## src/npu_defs.svh

```systemverilog
// ******************************
// Widths, tile geometry, slot counts and opcodes of the execution unit
// ******************************
`ifndef NPU_DEFS_SVH
`define NPU_DEFS_SVH

// Element and accumulator widths
`define NPU_DATA_W        8
`define NPU_ACC_W         24

// Tile geometry
`define NPU_TILE_ELEMS    4
`define NPU_MAX_DIM       8
`define NPU_TILES_PER_VEC 2

// Buffer slots and address width
`define NPU_VEC_SLOTS     8
`define NPU_W_SLOTS       4
`define NPU_BUF_AW        7

// Opcodes
`define NPU_OP_NOP        5'd0
`define NPU_OP_LOAD_V     5'd1
`define NPU_OP_LOAD_M     5'd2
`define NPU_OP_GEMV       5'd4
`define NPU_OP_RELU       5'd5

`endif

```

## src/npu_pkg.sv

```systemverilog
// ******************************
// Command, data and internal control types
// ******************************
`include "npu_defs.svh"

package npu_pkg;

    // Scalars
    typedef logic signed [`NPU_DATA_W-1:0] elem_t;
    typedef logic [$clog2(`NPU_VEC_SLOTS)-1:0] slot_t;
    typedef logic [$clog2(`NPU_MAX_DIM)-1:0] row_t;
    typedef logic [$clog2(`NPU_MAX_DIM):0] dim_t;
    typedef logic [$clog2(`NPU_TILES_PER_VEC)-1:0] tidx_t;

    // One tile of elements, element 0 in the low byte
    typedef elem_t [`NPU_TILE_ELEMS-1:0] tile_t;
    typedef elem_t [`NPU_MAX_DIM-1:0] result_t;

    // Load view, tile carried in the command
    typedef struct packed {
        tile_t tile;
        slot_t slot;
        row_t  row;
        tidx_t tile_idx;
    } load_view_t;

    // Spare bits so both views span the same word
    localparam int CP_PAD_W = $bits(load_view_t) - 3 * $bits(slot_t) - 2 * $bits(dim_t);

    // Compute view, RELU works on x_id
    typedef struct packed {
        logic [CP_PAD_W-1:0] rsvd;
        slot_t               x_id;
        slot_t               w_id;
        slot_t               b_id;
        dim_t                rows;
        dim_t                cols;
    } compute_view_t;

    typedef union packed {
        load_view_t    ld;
        compute_view_t cp;
    } cmd_u;

    typedef struct packed {
        logic [4:0] opcode;
        cmd_u       payload;
    } cmd_t;

    // Buffer write port
    typedef struct packed {
        logic                  en;
        logic [`NPU_BUF_AW-1:0] addr;
        tile_t                 tile;
    } buf_wr_t;

    // GEMV datapath control, aligned with buffer read data
    typedef struct packed {
        logic                       load_x;
        logic                       load_b;
        logic                       w_valid;
        tidx_t                      tile_idx;
        logic                       last_tile_of_row;
        row_t                       row;
        logic [`NPU_TILE_ELEMS-1:0] keep;
    } gemv_ctl_t;

    // Result store control
    typedef struct packed {
        logic clear;
        logic tile_en;
        row_t base;
        dim_t limit;
        logic relu;
    } res_wr_t;

endpackage

```

## src/tile_buffer.sv

```systemverilog
// ******************************
// Tile memory, one write port and a registered read port
// ******************************
`timescale 1ns/1ps
`include "npu_defs.svh"

module tile_buffer #(
    parameter int DEPTH = 16
) (
    input  logic                   clk,
    input  logic                   rst,
    input  npu_pkg::buf_wr_t       wr,
    input  logic [`NPU_BUF_AW-1:0] rd_addr,
    output npu_pkg::tile_t         rd_data
);
    import npu_pkg::*;

    // Index bits actually decoded
    localparam int AW = $clog2(DEPTH);

    tile_t mem [DEPTH];

    // Synchronous write
    always_ff @(posedge clk) begin
        if (wr.en) begin
            mem[wr.addr[AW-1:0]] <= wr.tile;
        end
    end

    // Read data valid one cycle after the address
    always_ff @(posedge clk) begin
        rd_data <= mem[rd_addr[AW-1:0]];
    end

    // Slot, row and tile index from the command must land inside this memory
    a_wr_in_range: assert property (
        @(posedge clk) disable iff (rst)
        wr.en |-> (int'(wr.addr) < DEPTH)
    ) else $error("tile_buffer write address %0d out of range", wr.addr);

endmodule

```

## src/gemv_engine.sv

```systemverilog
// ******************************
// GEMV datapath: x and bias tiles, tile MAC, row saturation
// ******************************
`timescale 1ns/1ps
`include "npu_defs.svh"

module gemv_engine (
    input  logic               clk,
    input  logic               rst,
    input  npu_pkg::gemv_ctl_t ctl,
    input  npu_pkg::tile_t     tile_in,
    output logic               row_valid,
    output npu_pkg::row_t      row_idx,
    output npu_pkg::elem_t     row_value
);
    import npu_pkg::*;

    localparam int EW = $clog2(`NPU_TILE_ELEMS);
    localparam int TW = $clog2(`NPU_TILES_PER_VEC);
    localparam int SAT_MAX = 2 ** (`NPU_DATA_W - 1) - 1;
    localparam int SAT_MIN = -(2 ** (`NPU_DATA_W - 1));

    tile_t                        x_q [`NPU_TILES_PER_VEC];
    tile_t                        b_q [`NPU_TILES_PER_VEC];
    logic signed [`NPU_ACC_W-1:0] acc_q;
    logic signed [`NPU_ACC_W-1:0] dot;
    logic signed [`NPU_ACC_W-1:0] row_sum;
    elem_t                        bias;
    elem_t                        row_sat;
    logic                         row_done;

    // Weight tile times the x tile at the same column position
    always_comb begin
        dot = '0;
        for (int i = 0; i < `NPU_TILE_ELEMS; i++) begin
            dot = dot + tile_in[i] * x_q[ctl.tile_idx][i];
        end
    end

    // Bias element picked by row, upper bits select the tile
    assign bias     = b_q[ctl.row[EW +: TW]][ctl.row[EW-1:0]];
    assign row_done = ctl.w_valid && ctl.last_tile_of_row;

    // Finished row: partial sum, last tile, bias, then clamp to 8 bits
    always_comb begin
        row_sum = acc_q + dot + bias;
        if (row_sum > SAT_MAX) begin
            row_sat = elem_t'(SAT_MAX);
        end else if (row_sum < SAT_MIN) begin
            row_sat = elem_t'(SAT_MIN);
        end else begin
            row_sat = elem_t'(row_sum);
        end
    end

    // Operand tiles and row output
    always_ff @(posedge clk) begin
        if (ctl.load_x) begin
            // Columns past cols come in masked off
            for (int i = 0; i < `NPU_TILE_ELEMS; i++) begin
                x_q[ctl.tile_idx][i] <= ctl.keep[i] ? tile_in[i] : '0;
            end
        end
        if (ctl.load_b) begin
            b_q[ctl.tile_idx] <= tile_in;
        end
        if (row_done) begin
            row_idx   <= ctl.row;
            row_value <= row_sat;
        end
    end

    // Accumulator, back to zero after every row
    always_ff @(posedge clk or posedge rst) begin
        if (rst) begin
            acc_q     <= '0;
            row_valid <= 1'b0;
        end else begin
            row_valid <= row_done;
            if (ctl.w_valid) begin
                acc_q <= ctl.last_tile_of_row ? '0 : acc_q + dot;
            end
        end
    end

endmodule

```

## src/result_store.sv

```systemverilog
// ******************************
// Result register file, written by GEMV rows or ReLU tiles
// ******************************
`timescale 1ns/1ps
`include "npu_defs.svh"

module result_store (
    input  logic             clk,
    input  logic             rst,
    input  npu_pkg::res_wr_t wr,
    input  npu_pkg::tile_t   tile_in,
    input  logic             row_valid,
    input  npu_pkg::row_t    row_idx,
    input  npu_pkg::elem_t   row_value,
    output npu_pkg::result_t result
);
    import npu_pkg::*;

    tile_t tile_act;

    // Optional ReLU on the incoming vector tile
    always_comb begin
        for (int i = 0; i < `NPU_TILE_ELEMS; i++) begin
            tile_act[i] = (wr.relu && tile_in[i] < 0) ? '0 : tile_in[i];
        end
    end

    always_ff @(posedge clk or posedge rst) begin
        if (rst) begin
            result <= '0;
        end else if (wr.clear) begin
            // New compute command, elements past the count read as zero
            result <= '0;
        end else begin
            if (wr.tile_en) begin
                for (int i = 0; i < `NPU_TILE_ELEMS; i++) begin
                    if (int'(wr.base) + i < int'(wr.limit) &&
                        int'(wr.base) + i < `NPU_MAX_DIM) begin
                        result[int'(wr.base) + i] <= tile_act[i];
                    end
                end
            end
            // GEMV rows, one element at a time
            if (row_valid) begin
                result[row_idx] <= row_value;
            end
        end
    end

    // RELU tiles and GEMV rows belong to different commands
    a_one_writer: assert property (
        @(posedge clk) disable iff (rst)
        !(wr.tile_en && row_valid)
    ) else $error("result_store tile and row write in the same cycle");

endmodule

```

## src/exec_ctrl.sv

```systemverilog
// ******************************
// Command handshake FSM, buffer read sequencing, datapath control
// ******************************
`timescale 1ns/1ps
`include "npu_defs.svh"

module exec_ctrl (
    input  logic                   clk,
    input  logic                   rst,
    input  logic                   cmd_req,
    input  npu_pkg::cmd_t          cmd,
    output logic                   cmd_ack,
    output npu_pkg::buf_wr_t       vec_wr,
    output npu_pkg::buf_wr_t       w_wr,
    output logic [`NPU_BUF_AW-1:0] vec_rd_addr,
    output logic [`NPU_BUF_AW-1:0] w_rd_addr,
    output npu_pkg::gemv_ctl_t     gemv_ctl,
    output npu_pkg::res_wr_t       res_wr
);
    import npu_pkg::*;

    localparam int EW = $clog2(`NPU_TILE_ELEMS);

    typedef enum logic [3:0] {
        IDLE,
        LOAD,
        READ_X,
        READ_B,
        STREAM_W,
        DRAIN,
        RELU,
        ACK,
        WAIT_DROP
    } state_t;

    state_t        state_q;
    tidx_t         tile_q;
    row_t          row_q;
    tidx_t         last_tile;
    logic          tile_wrap;
    logic          row_last;
    load_view_t    ld;
    compute_view_t cp;
    gemv_ctl_t     gemv_c;
    res_wr_t       res_c;

    // Host holds cmd until cmd_ack, so it is decoded in place
    assign ld = cmd.payload.ld;
    assign cp = cmd.payload.cp;

    // Last tile of a cols-long row, one tile even when cols is zero
    assign last_tile = (cp.cols == '0) ? '0 : tidx_t'((cp.cols - 1'b1) >> EW);
    assign tile_wrap = (tile_q == last_tile);
    assign row_last  = ({1'b0, row_q} == cp.rows - 1'b1);

    // Load writes happen in the single LOAD cycle
    always_comb begin
        vec_wr.en   = (state_q == LOAD) && (cmd.opcode == `NPU_OP_LOAD_V);
        vec_wr.addr = `NPU_BUF_AW'({ld.slot, ld.tile_idx});
        vec_wr.tile = ld.tile;
        w_wr.en     = (state_q == LOAD) && (cmd.opcode == `NPU_OP_LOAD_M);
        w_wr.addr   = `NPU_BUF_AW'({ld.slot, ld.row, ld.tile_idx});
        w_wr.tile   = ld.tile;
    end

    // Read addresses, bias slot only while reading bias
    assign vec_rd_addr = `NPU_BUF_AW'({((state_q == READ_B) ? cp.b_id : cp.x_id), tile_q});
    assign w_rd_addr   = `NPU_BUF_AW'({cp.w_id, row_q, tile_q});

    // Control for the data that arrives next cycle
    always_comb begin
        gemv_c          = '0;
        gemv_c.tile_idx = tile_q;
        gemv_c.row      = row_q;
        for (int i = 0; i < `NPU_TILE_ELEMS; i++) begin
            gemv_c.keep[i] = (int'(tile_q) * `NPU_TILE_ELEMS + i) < int'(cp.cols);
        end
        res_c       = '0;
        res_c.base  = row_t'({tile_q, {EW{1'b0}}});
        res_c.limit = cp.cols;
        case (state_q)
            IDLE: begin
                res_c.clear = cmd_req &&
                    (cmd.opcode == `NPU_OP_GEMV || cmd.opcode == `NPU_OP_RELU);
            end
            READ_X:   gemv_c.load_x = 1'b1;
            READ_B:   gemv_c.load_b = 1'b1;
            STREAM_W: begin
                gemv_c.w_valid          = 1'b1;
                gemv_c.last_tile_of_row = tile_wrap;
            end
            RELU: begin
                res_c.tile_en = 1'b1;
                res_c.relu    = 1'b1;
            end
            default: ;
        endcase
    end

    always_ff @(posedge clk or posedge rst) begin
        if (rst) begin
            state_q  <= IDLE;
            tile_q   <= '0;
            row_q    <= '0;
            cmd_ack  <= 1'b0;
            gemv_ctl <= '0;
            res_wr   <= '0;
        end else begin
            // One cycle delay to meet the buffer read latency
            gemv_ctl <= gemv_c;
            res_wr   <= res_c;
            case (state_q)
                IDLE: begin
                    if (cmd_req) begin
                        tile_q <= '0;
                        row_q  <= '0;
                        case (cmd.opcode)
                            `NPU_OP_GEMV: state_q <= READ_X;
                            `NPU_OP_RELU: state_q <= RELU;
                            // Loads, NOP and unknown opcodes
                            default:      state_q <= LOAD;
                        endcase
                    end
                end
                LOAD: state_q <= ACK;
                // Both x tiles, then both bias tiles
                READ_X: begin
                    tile_q <= tile_q + 1'b1;
                    if (tile_q == tidx_t'(`NPU_TILES_PER_VEC - 1)) begin
                        tile_q  <= '0;
                        state_q <= READ_B;
                    end
                end
                READ_B: begin
                    tile_q <= tile_q + 1'b1;
                    if (tile_q == tidx_t'(`NPU_TILES_PER_VEC - 1)) begin
                        tile_q  <= '0;
                        state_q <= (cp.rows == '0) ? DRAIN : STREAM_W;
                    end
                end
                // One weight tile per cycle, row by row
                STREAM_W: begin
                    if (tile_wrap) begin
                        tile_q <= '0;
                        row_q  <= row_q + 1'b1;
                        if (row_last) begin
                            state_q <= DRAIN;
                        end
                    end else begin
                        tile_q <= tile_q + 1'b1;
                    end
                end
                RELU: begin
                    tile_q <= tile_q + 1'b1;
                    if (tile_wrap) begin
                        state_q <= DRAIN;
                    end
                end
                // Last row or tile still in flight
                DRAIN: state_q <= ACK;
                ACK: begin
                    cmd_ack <= 1'b1;
                    state_q <= WAIT_DROP;
                end
                // Hold ack until the host lets go of req
                WAIT_DROP: begin
                    if (!cmd_req) begin
                        cmd_ack <= 1'b0;
                        state_q <= IDLE;
                    end
                end
                default: state_q <= IDLE;
            endcase
        end
    end

    // Four-phase handshake, ack only answers a pending request
    a_ack_needs_req: assert property (
        @(posedge clk) disable iff (rst)
        $rose(cmd_ack) |-> cmd_req
    ) else $error("cmd_ack rose without cmd_req");

endmodule

```

## src/npu_exec_top.sv

```systemverilog
// ******************************
// Execution unit top, controller plus buffers and datapath
// ******************************
`timescale 1ns/1ps
`include "npu_defs.svh"

module npu_exec_top (
    input  logic             clk,
    input  logic             rst,
    input  logic             cmd_req,
    input  npu_pkg::cmd_t    cmd,
    output logic             cmd_ack,
    output npu_pkg::result_t result
);
    import npu_pkg::*;

    buf_wr_t                vec_wr;
    buf_wr_t                w_wr;
    logic [`NPU_BUF_AW-1:0] vec_rd_addr;
    logic [`NPU_BUF_AW-1:0] w_rd_addr;
    tile_t                  vec_rd_data;
    tile_t                  w_rd_data;
    tile_t                  gemv_tile;
    gemv_ctl_t              gemv_ctl;
    res_wr_t                res_wr;
    logic                   row_valid;
    row_t                   row_idx;
    elem_t                  row_value;

    exec_ctrl exec_ctrl_inst (
        .clk         (clk),
        .rst         (rst),
        .cmd_req     (cmd_req),
        .cmd         (cmd),
        .cmd_ack     (cmd_ack),
        .vec_wr      (vec_wr),
        .w_wr        (w_wr),
        .vec_rd_addr (vec_rd_addr),
        .w_rd_addr   (w_rd_addr),
        .gemv_ctl    (gemv_ctl),
        .res_wr      (res_wr)
    );

    // x and bias vectors, two tiles per slot
    tile_buffer #(.DEPTH(16)) vec_buf (
        .clk     (clk),
        .rst     (rst),
        .wr      (vec_wr),
        .rd_addr (vec_rd_addr),
        .rd_data (vec_rd_data)
    );

    // Weights, slot by row by tile
    tile_buffer #(.DEPTH(64)) w_buf (
        .clk     (clk),
        .rst     (rst),
        .wr      (w_wr),
        .rd_addr (w_rd_addr),
        .rd_data (w_rd_data)
    );

    // Weight data while streaming, vector data for x and bias
    assign gemv_tile = gemv_ctl.w_valid ? w_rd_data : vec_rd_data;

    gemv_engine gemv_engine_inst (
        .clk       (clk),
        .rst       (rst),
        .ctl       (gemv_ctl),
        .tile_in   (gemv_tile),
        .row_valid (row_valid),
        .row_idx   (row_idx),
        .row_value (row_value)
    );

    result_store result_store_inst (
        .clk       (clk),
        .rst       (rst),
        .wr        (res_wr),
        .tile_in   (vec_rd_data),
        .row_valid (row_valid),
        .row_idx   (row_idx),
        .row_value (row_value),
        .result    (result)
    );

endmodule

```

## config.mk

```make
export PLATFORM = sky130hd
export DESIGN_NAME = npu_exec_top
export DESIGN_NICKNAME = d
export VERILOG_FILES = /design/src/npu_pkg.sv /design/src/tile_buffer.sv /design/src/gemv_engine.sv /design/src/result_store.sv /design/src/exec_ctrl.sv /design/src/npu_exec_top.sv
export VERILOG_INCLUDE_DIRS = /design/src
export SDC_FILE = /design/constraint.sdc
export NUM_CORES = 2
export LEC_CHECK = 0
export BUFFER_PORTS_ARGS = -buffer_cell sky130_fd_sc_hd__buf_2
export CAP_MARGIN = 0
export CELL_PAD_IN_SITES_DETAIL_PLACEMENT = 1
export CELL_PAD_IN_SITES_GLOBAL_PLACEMENT = 1
export CORE_MARGIN = 2
export CORE_UTILIZATION = 40
export CTS_CLUSTER_SIZE = 20
export DETAILED_ROUTE_END_ITERATION = 8
export PLACE_DENSITY_LB_ADDON = 0.1
export SKIP_LAST_GASP = 1
export SYNTH_ARGS = -nofsm -noshare
export SYNTH_HDL_FRONTEND = slang
export SYNTH_SLANG_ARGS = --single-unit
```

## constraint.sdc

```tcl
create_clock -name clk -period 27.1 [get_ports clk]
set_input_delay 5.42 -clock clk [delete_from_list [all_inputs] [get_ports clk]]
set_output_delay 5.42 -clock clk [all_outputs]
set_load 0.02 [all_outputs]
```

# Word-level counts from Yosys, hierarchy flattened
# Memories as Yosys holds them, arrays and structs flattened. A register that Yosys moved wholly into a read port is not among the register bits.
# Cells that the tools add are included.
[totals] wordCells=207 n_memories=4 mem_bits_rw=2688 in_bits=47 out_inout_bits=65 regBits=127
[op_classes] n_reduce_logical=30 eq_ne=21 order_cmp=29 multipliers=4 addsub=16 muxes=77
[memory_table] name="w_buf.mem" words=64 width=32 read_ports=1 rd_clocked_by_memory_dff=1 write_ports=1 line="tile_buffer.sv:21" rtl="tile_t mem [DEPTH];"
[memory_table] name="vec_buf.mem" words=16 width=32 read_ports=1 rd_clocked_by_memory_dff=1 write_ports=1 line="tile_buffer.sv:21"
[memory_table] name="gemv_engine_inst.b_q" words=2 width=32 read_ports=1 rd_clocked_by_memory_dff=0 write_ports=1 line="gemv_engine.sv:24" rtl="tile_t b_q [`NPU_TILES_PER_VEC];"
[memory_table] name="gemv_engine_inst.x_q" words=2 width=32 read_ports=1 rd_clocked_by_memory_dff=0 write_ports=1 line="gemv_engine.sv:23" rtl="tile_t x_q [`NPU_TILES_PER_VEC];"
[op_table] operator="64-bit two-way mux" count=14
[op_table] operator="64-bit bitwise mux" count=5
[op_table] operator="32-bit by 5-bit < comparator with 1-bit output (second input constant)" count=6
[op_table] operator="24-bit adder" count=5
[op_table] operator="8-bit two-way mux" count=15
[op_table] operator="8-bit demux with 3-bit select" count=4
[op_table] operator="32-bit by 1-bit greater-or-equal comparator with 1-bit output (second input constant)" count=3
[op_table] operator="32-bit by 5-bit < comparator with 1-bit output" count=3
[op_table] operator="8-bit by 8-bit multiplier with 16-bit output" count=4
[op_table] operator="8-bit by 1-bit < comparator with 1-bit output (second input constant)" count=4
[op_table] operator="32-bit two-way mux" count=1
[op_table] operator="4-bit one-hot mux with 8 select lines" count=1
[op_table] operator="4-bit two-way mux" count=7
[op_table] operator="24-bit by 8-bit adder with 24-bit output" count=1
[op_table] operator="24-bit by 8-bit greater-than comparator with 1-bit output (second input constant)" count=1
[op_table] operator="24-bit by 8-bit < comparator with 1-bit output (second input constant)" count=1
[op_table] operator="24-bit two-way mux" count=1
[op_table] operator="1-bit two-way mux" count=20
[op_table] operator="1-bit logical AND" count=17
[op_table] operator="3-bit by 2-bit adder with 4-bit output (second input constant)" count=4
[op_table] operator="8-bit binary-select mux with 2-bit select" count=1
[op_table] operator="4-bit by 3-bit equality test with 1-bit output (second input constant)" count=4
[op_table] operator="4-bit zero test" count=3
[op_table] operator="3-bit by 4-bit < comparator with 1-bit output (second input constant)" count=3
[op_table] operator="other kinds (31)" count=49

# Longest topological paths before layout
[depth] ltp_word=23 depth_mapped=49 depth_no_buf=46

# Hierarchy
# From an unflattened synthesis, not the netlist that was laid out.
[unflattened] hier_cells=7187 hier_area_um2=128054.1
[modules_own_cells] mod="tile_buffer (w_buf)" area_each_um2=78515.3 seq_area_each_um2=62139.6 n_inst=1 cells_each=3324
[modules_own_cells] mod="gemv_engine" area_each_um2=20402.1 seq_area_each_um2=4799.6 n_inst=1 cells_each=1896
[modules_own_cells] mod="tile_buffer (vec_buf)" area_each_um2=19835.3 seq_area_each_um2=16015.4 n_inst=1 cells_each=838
[modules_own_cells] mod="result_store" area_each_um2=6698.9 seq_area_each_um2=1601.5 n_inst=1 cells_each=868
[modules_own_cells] mod="exec_ctrl" area_each_um2=2058.2 seq_area_each_um2=675.6 n_inst=1 cells_each=225
[modules_own_cells] mod="npu_exec_top" area_each_um2=544.3 seq_area_each_um2=0.0 n_inst=1 cells_each=36

# Worst setup path before layout
# No wires, ideal clock.
[synth_timing] path_kind="flip-flop to flip-flop" startpoint="reg, netlist name exec_ctrl_inst.res_wr[7]" endpoint="reg gemv_engine_inst.row_value[0] (data pin)" arrival_ps=10288 path_buffers=3 stages_incl_launch_ff=45 setup_slack_ps=16558 synth_period_minus_slack_ps=10542 setup_time_ps=254 t_required_ps=26846 cell_sequence="dfrtp_1 clkbuf_1 buf_1 buf_1 mux2i_1 nor2_1 fa_1 inv_1 fa_1 fa_1 fa_1 inv_1 ha_1 a21o_1 a21oi_1 o21bai_1 a21oi_1 nor2b_1 (+9 left out) ha_1 nand3_1 nand2_1 a41o_1 o21ai_0 nor2b_1 xor2_1 fa_1 inv_1 ha_1 and3_1 nand4_1 o21ai_0 a31oi_1 xnor2_1 nor4_1 a41oi_2 a21o_1"
[synth_rtl] element="to (signal assigned)" line="gemv_engine.sv:69" rtl="row_value <= row_sat;"
[synth_rtl] element="to (decl)" line="gemv_engine.sv:14" rtl="output npu_pkg::elem_t row_value"

==> run summary <==
The logs give 78 for the number of distinct standard cells referenced by the synthesized netlist and 0 for the count of cells resized by post-cts repair. After synthesis, the most frequently instantiated cells are sky130_fd_sc_hd__edfxtp_1 (2699), sky130_fd_sc_hd__mux4_2 (814), sky130_fd_sc_hd__inv_1 (469), sky130_fd_sc_hd__nor2_1 (395), sky130_fd_sc_hd__fa_1 (278). The clock tree root driver cell was sky130_fd_sc_hd__clkbuf_16. Derived from the worst setup path, the maximum achievable clock frequency is 83.1 MHz. For this block, the via count after detailed routing is 62200. From synthesis to final layout, the design area changed by 13.5%. Dividing the detail-routed wire length by the instance count gives 31.6 microns.

The worst setup path is of the reg -> reg kind. The critical path's largest stage delay is 730 ps, and the post-detailed-route DRC marker count is 0. In this run, the number of DRC markers left after iteration 0 of detailed routing was 5761. Before antenna repair, the detailed router went through 5 iterations. After synthesis the netlist holds a flip-flop and latch count of 2879.

Port buffering added 111 buffers. The tools report the via count of the first global-routing pass as 67100. The share of the synthesized area in the top cell type came out at 65.7%.

A synthesized cell averages 19.2 sq um. After floorplanning, the core was sized to cover 306000 sq um. The detail route stage leaves a number of antenna-violating nets equal to 0.

Measured against its own limit, the worst slew margin works out to 23.0%. The cell at the slowest stage of the critical path was sky130_fd_sc_hd__dfrtp_2. The initial core utilization is 40.3%, and the summed instance area of the synthesized netlist is 123000 sq um. The count of warnings emitted by yosys was 0; the total congestion overflow was 0. The number of hold buffers added after CTS was 0. Along the worst path, the maximum fanout reaches 34.

Across every metal layer, demand over resource in global routing totals 22.4%. The critical path launch point was exec_ctrl_inst.gemv_ctl[9]. The min-delay analysis places its worst path in the category reg -> reg.

The count of buffers added by post-CTS timing repair for setup was 0; the cell count after synthesis was 6421. The post-layout minimum cycle time is 12040 ps. Setup repair after global routing left no endpoint under its margin.

The tools report the hold path startpoint as result_store_inst.result[55]. The tools report the final net count as 7273. The slew at the pin closest to its max-slew limit works out to 1150 ps. In the final layout, the share of cells above drive strength 1 is 24.2%. The worst setup path is launched from a flop. Yosys instantiated no cell more often than sky130_fd_sc_hd__edfxtp_1. For the clock sink count, the log shows 2879. TritonCTS built the clock tree. The placed wire-length estimate is 212 mm, and the number of placement rows is 203. The sink of the worst hold path is result_store_inst.result[55].

The worst setup path is captured at a flop. After detailed routing, the total wire length is 351 mm. For this run, asynchronously set or reset flops after synthesis account for 4.03%. Data on the critical path is required at its endpoint by 27740 ps. The worst hold path passes through 2 cells. TritonCTS created 315 clock buffers. For this design the top-level I/O count stands at 112. By area the synthesized netlist is led by sky130_fd_sc_hd__edfxtp_1 (66%), sky130_fd_sc_hd__mux4_2 (15%), sky130_fd_sc_hd__fa_1 (4.5%). The tools report the storage element area as 85300 sq um.

The filler cells instantiated in the layout total 28500. Cell taking the most area after synthesis: sky130_fd_sc_hd__edfxtp_1. After layout, the worst path uses 44.4% of the clock period.

The tools report the clock latency of the later-clocked register in the worst-skew pair as 920 ps. The worst flop-to-flop path startpoint is exec_ctrl_inst.gemv_ctl[9]. The final number of hold-violating endpoints is 0, and the initial antenna violation count is 33.

Entering global routing, the biggest net connects 118 pins. The max-slew violation total from the final report is 0. Clock tree buffer depth: 4. Max-cap violations in this run came to 0.

Setup violations remaining at the end of the flow were counted as 0. The area of combinational cells with multiple inputs is 36000 sq um. In this run the critical register-to-register path is captured at gemv_engine_inst.row_value[2]. From bottom edge to top edge, the die measures 559 microns. For this run, the register share of the synthesized area comes to 69.1%. Across all register-to-register paths, the minimum setup slack is 15060 ps. At the worst endpoint, the arrival time is 12680 ps. The full die area came out at 313000 sq um.

The congestion estimate from routability-driven global placement came to 0.831. The most used flip-flop cell after synthesis is sky130_fd_sc_hd__edfxtp_1. The tools report the largest clock skew in the final design as 60.8 ps. The final sum of negative setup slack is 0 ps, and the number of cells on the worst reg-to-reg path is 44. After clock tree synthesis, the clock-pin slew on the worst setup and hold paths is 60 ps. The H-tree was split into 5 levels. In this run the horizontal extent of the chip is 559 microns. In the routed layout, each cell is associated on average with a via count of 5.59. The run finished with clean final reports. In this run, synthesis inferred 2699 flip-flops with an integrated enable. The number of nets handed over by synthesis was 6935. The first global-routing pass estimated 504 mm of wire.
stage by stage:
| step | cells | area, sq um | utilization, % | hold slack, ps | setup WS [ps] |
|---|---|---|---|---|---|
| 6_report | 11100 | 140000 | 45.7 | 543 | 15060 |
| 5_1_grt | 11100 | 140000 | 45.7 | 581 | 14170 |
| 4_1_cts | 11100 | 140000 | 45.7 | 543 | 14960 |
| 3_5_place_dp | 10500 | 130000 | 42.5 | 526 | 14980 |
| 3_3_place_gp | 10500 | 130000 | 42.5 | 507 | 15290 |
| 2_1_floorplan | 6421 | 123000 | - | 376 | 16560 |
layout make-up:
class	instances	area share, %
antenna	3	0.00536
clock buffer	418	6.09
clock inverter	149	0.999
inverter	469	1.26
multi-input combinational	2810	25.7
sequential	2879	60.9
tap	4100	3.66
timing repair buffer	284	1.37
kinds of logic (layout without fill, tap and decap cells):
logic type	after synthesis	count (layout)	share of synthesized area (%)
simple gates	858	858	3.11
flops	2879	2879	69.1
compound gates	439	439	2.48
fa+ha+maj	467	467	6.43
mux	924	924	15.8
other cells	0	3	0
buf+inv	732	1320	2.28
xor+xnor	122	122	0.866
flip-flops by register name, indices dropped and copies added (netlist names), 11 cells and up:
register                  flops
w_buf.rd_data                32
w_buf.mem                  2048
vec_buf.rd_data              32
result_store_inst.result     64
gemv_engine_inst.b_q         64
gemv_engine_inst.x_q         64
exec_ctrl_inst.gemv_ctl      11
gemv_engine_inst.acc_q       24
vec_buf.mem                 512
placed cells by master, fill, tap and decap left out, drive strengths merged, types with 4 or more instances in the layout:
cell type | Yosys | final
xor2 | 28 | 28
and2 | 65 | 65
and3 | 9 | 9
dfxtp | 64 | 64
nand4 | 7 | 7
a211oi | 88 | 88
inv | 469 | 483
buf | 111 | 284
nand2 | 204 | 204
mux2i | 88 | 88
nand3b | 5 | 5
xnor2 | 94 | 94
clkinv | 0 | 116
o21ai | 46 | 46
nand3 | 36 | 36
nor2 | 396 | 396
dfrtp | 116 | 116
nor2b | 40 | 40
or2 | 38 | 38
o21bai | 19 | 19
o21a | 12 | 12
a31oi | 42 | 42
mux4 | 814 | 814
o211ai | 4 | 4
a311oi | 13 | 13
a22oi | 14 | 14
o22ai | 16 | 16
a22o | 5 | 5
fa | 278 | 278
a21o | 51 | 51
o41ai | 9 | 9
mux2 | 22 | 22
a221oi | 5 | 5
nand2b | 24 | 24
edfxtp | 2699 | 2699
ha | 189 | 189
a21oi | 88 | 88
clkbuf | 152 | 418
bufinv | 0 | 18
nor3 | 21 | 21
worst max-delay path by stage:
stage                                         end  slack [ps]  cells after the start
global placement    gemv_engine_inst.row_value[5]       15290                     38
detailed placement  gemv_engine_inst.row_value[2]       14980                     43
global route        gemv_engine_inst.row_value[2]       14170                     44
CTS                 gemv_engine_inst.row_value[2]       14960                     43
finish              gemv_engine_inst.row_value[2]       15060                     44
floorplan           gemv_engine_inst.row_value[0]       16560                     44
worst max-delay path, delay by kind of cell (launching register included):
family                     cells  cell delay (ps)
and+or+nand+nor                9             1590
muxes                          1              700
buffers and inverters          8             1260
DFF                            1              730
AOI/OAI and AO/OA             13             2880
xor gates and xnor gates       3              400
adders and majority gates     10             4180
routing by layer:
metal,up-vias,share of wire [%],track usage [%]
met4,0,2.0,4.86
met5,-,0,0
li1,25900,-,-
met2,1536,50,38.3
met3,419,4.6,2.42
met1,34300,43,31.1
Power is not shown: default switching activity piles up to over one toggle a cycle in this logic, so the estimate is an artifact.
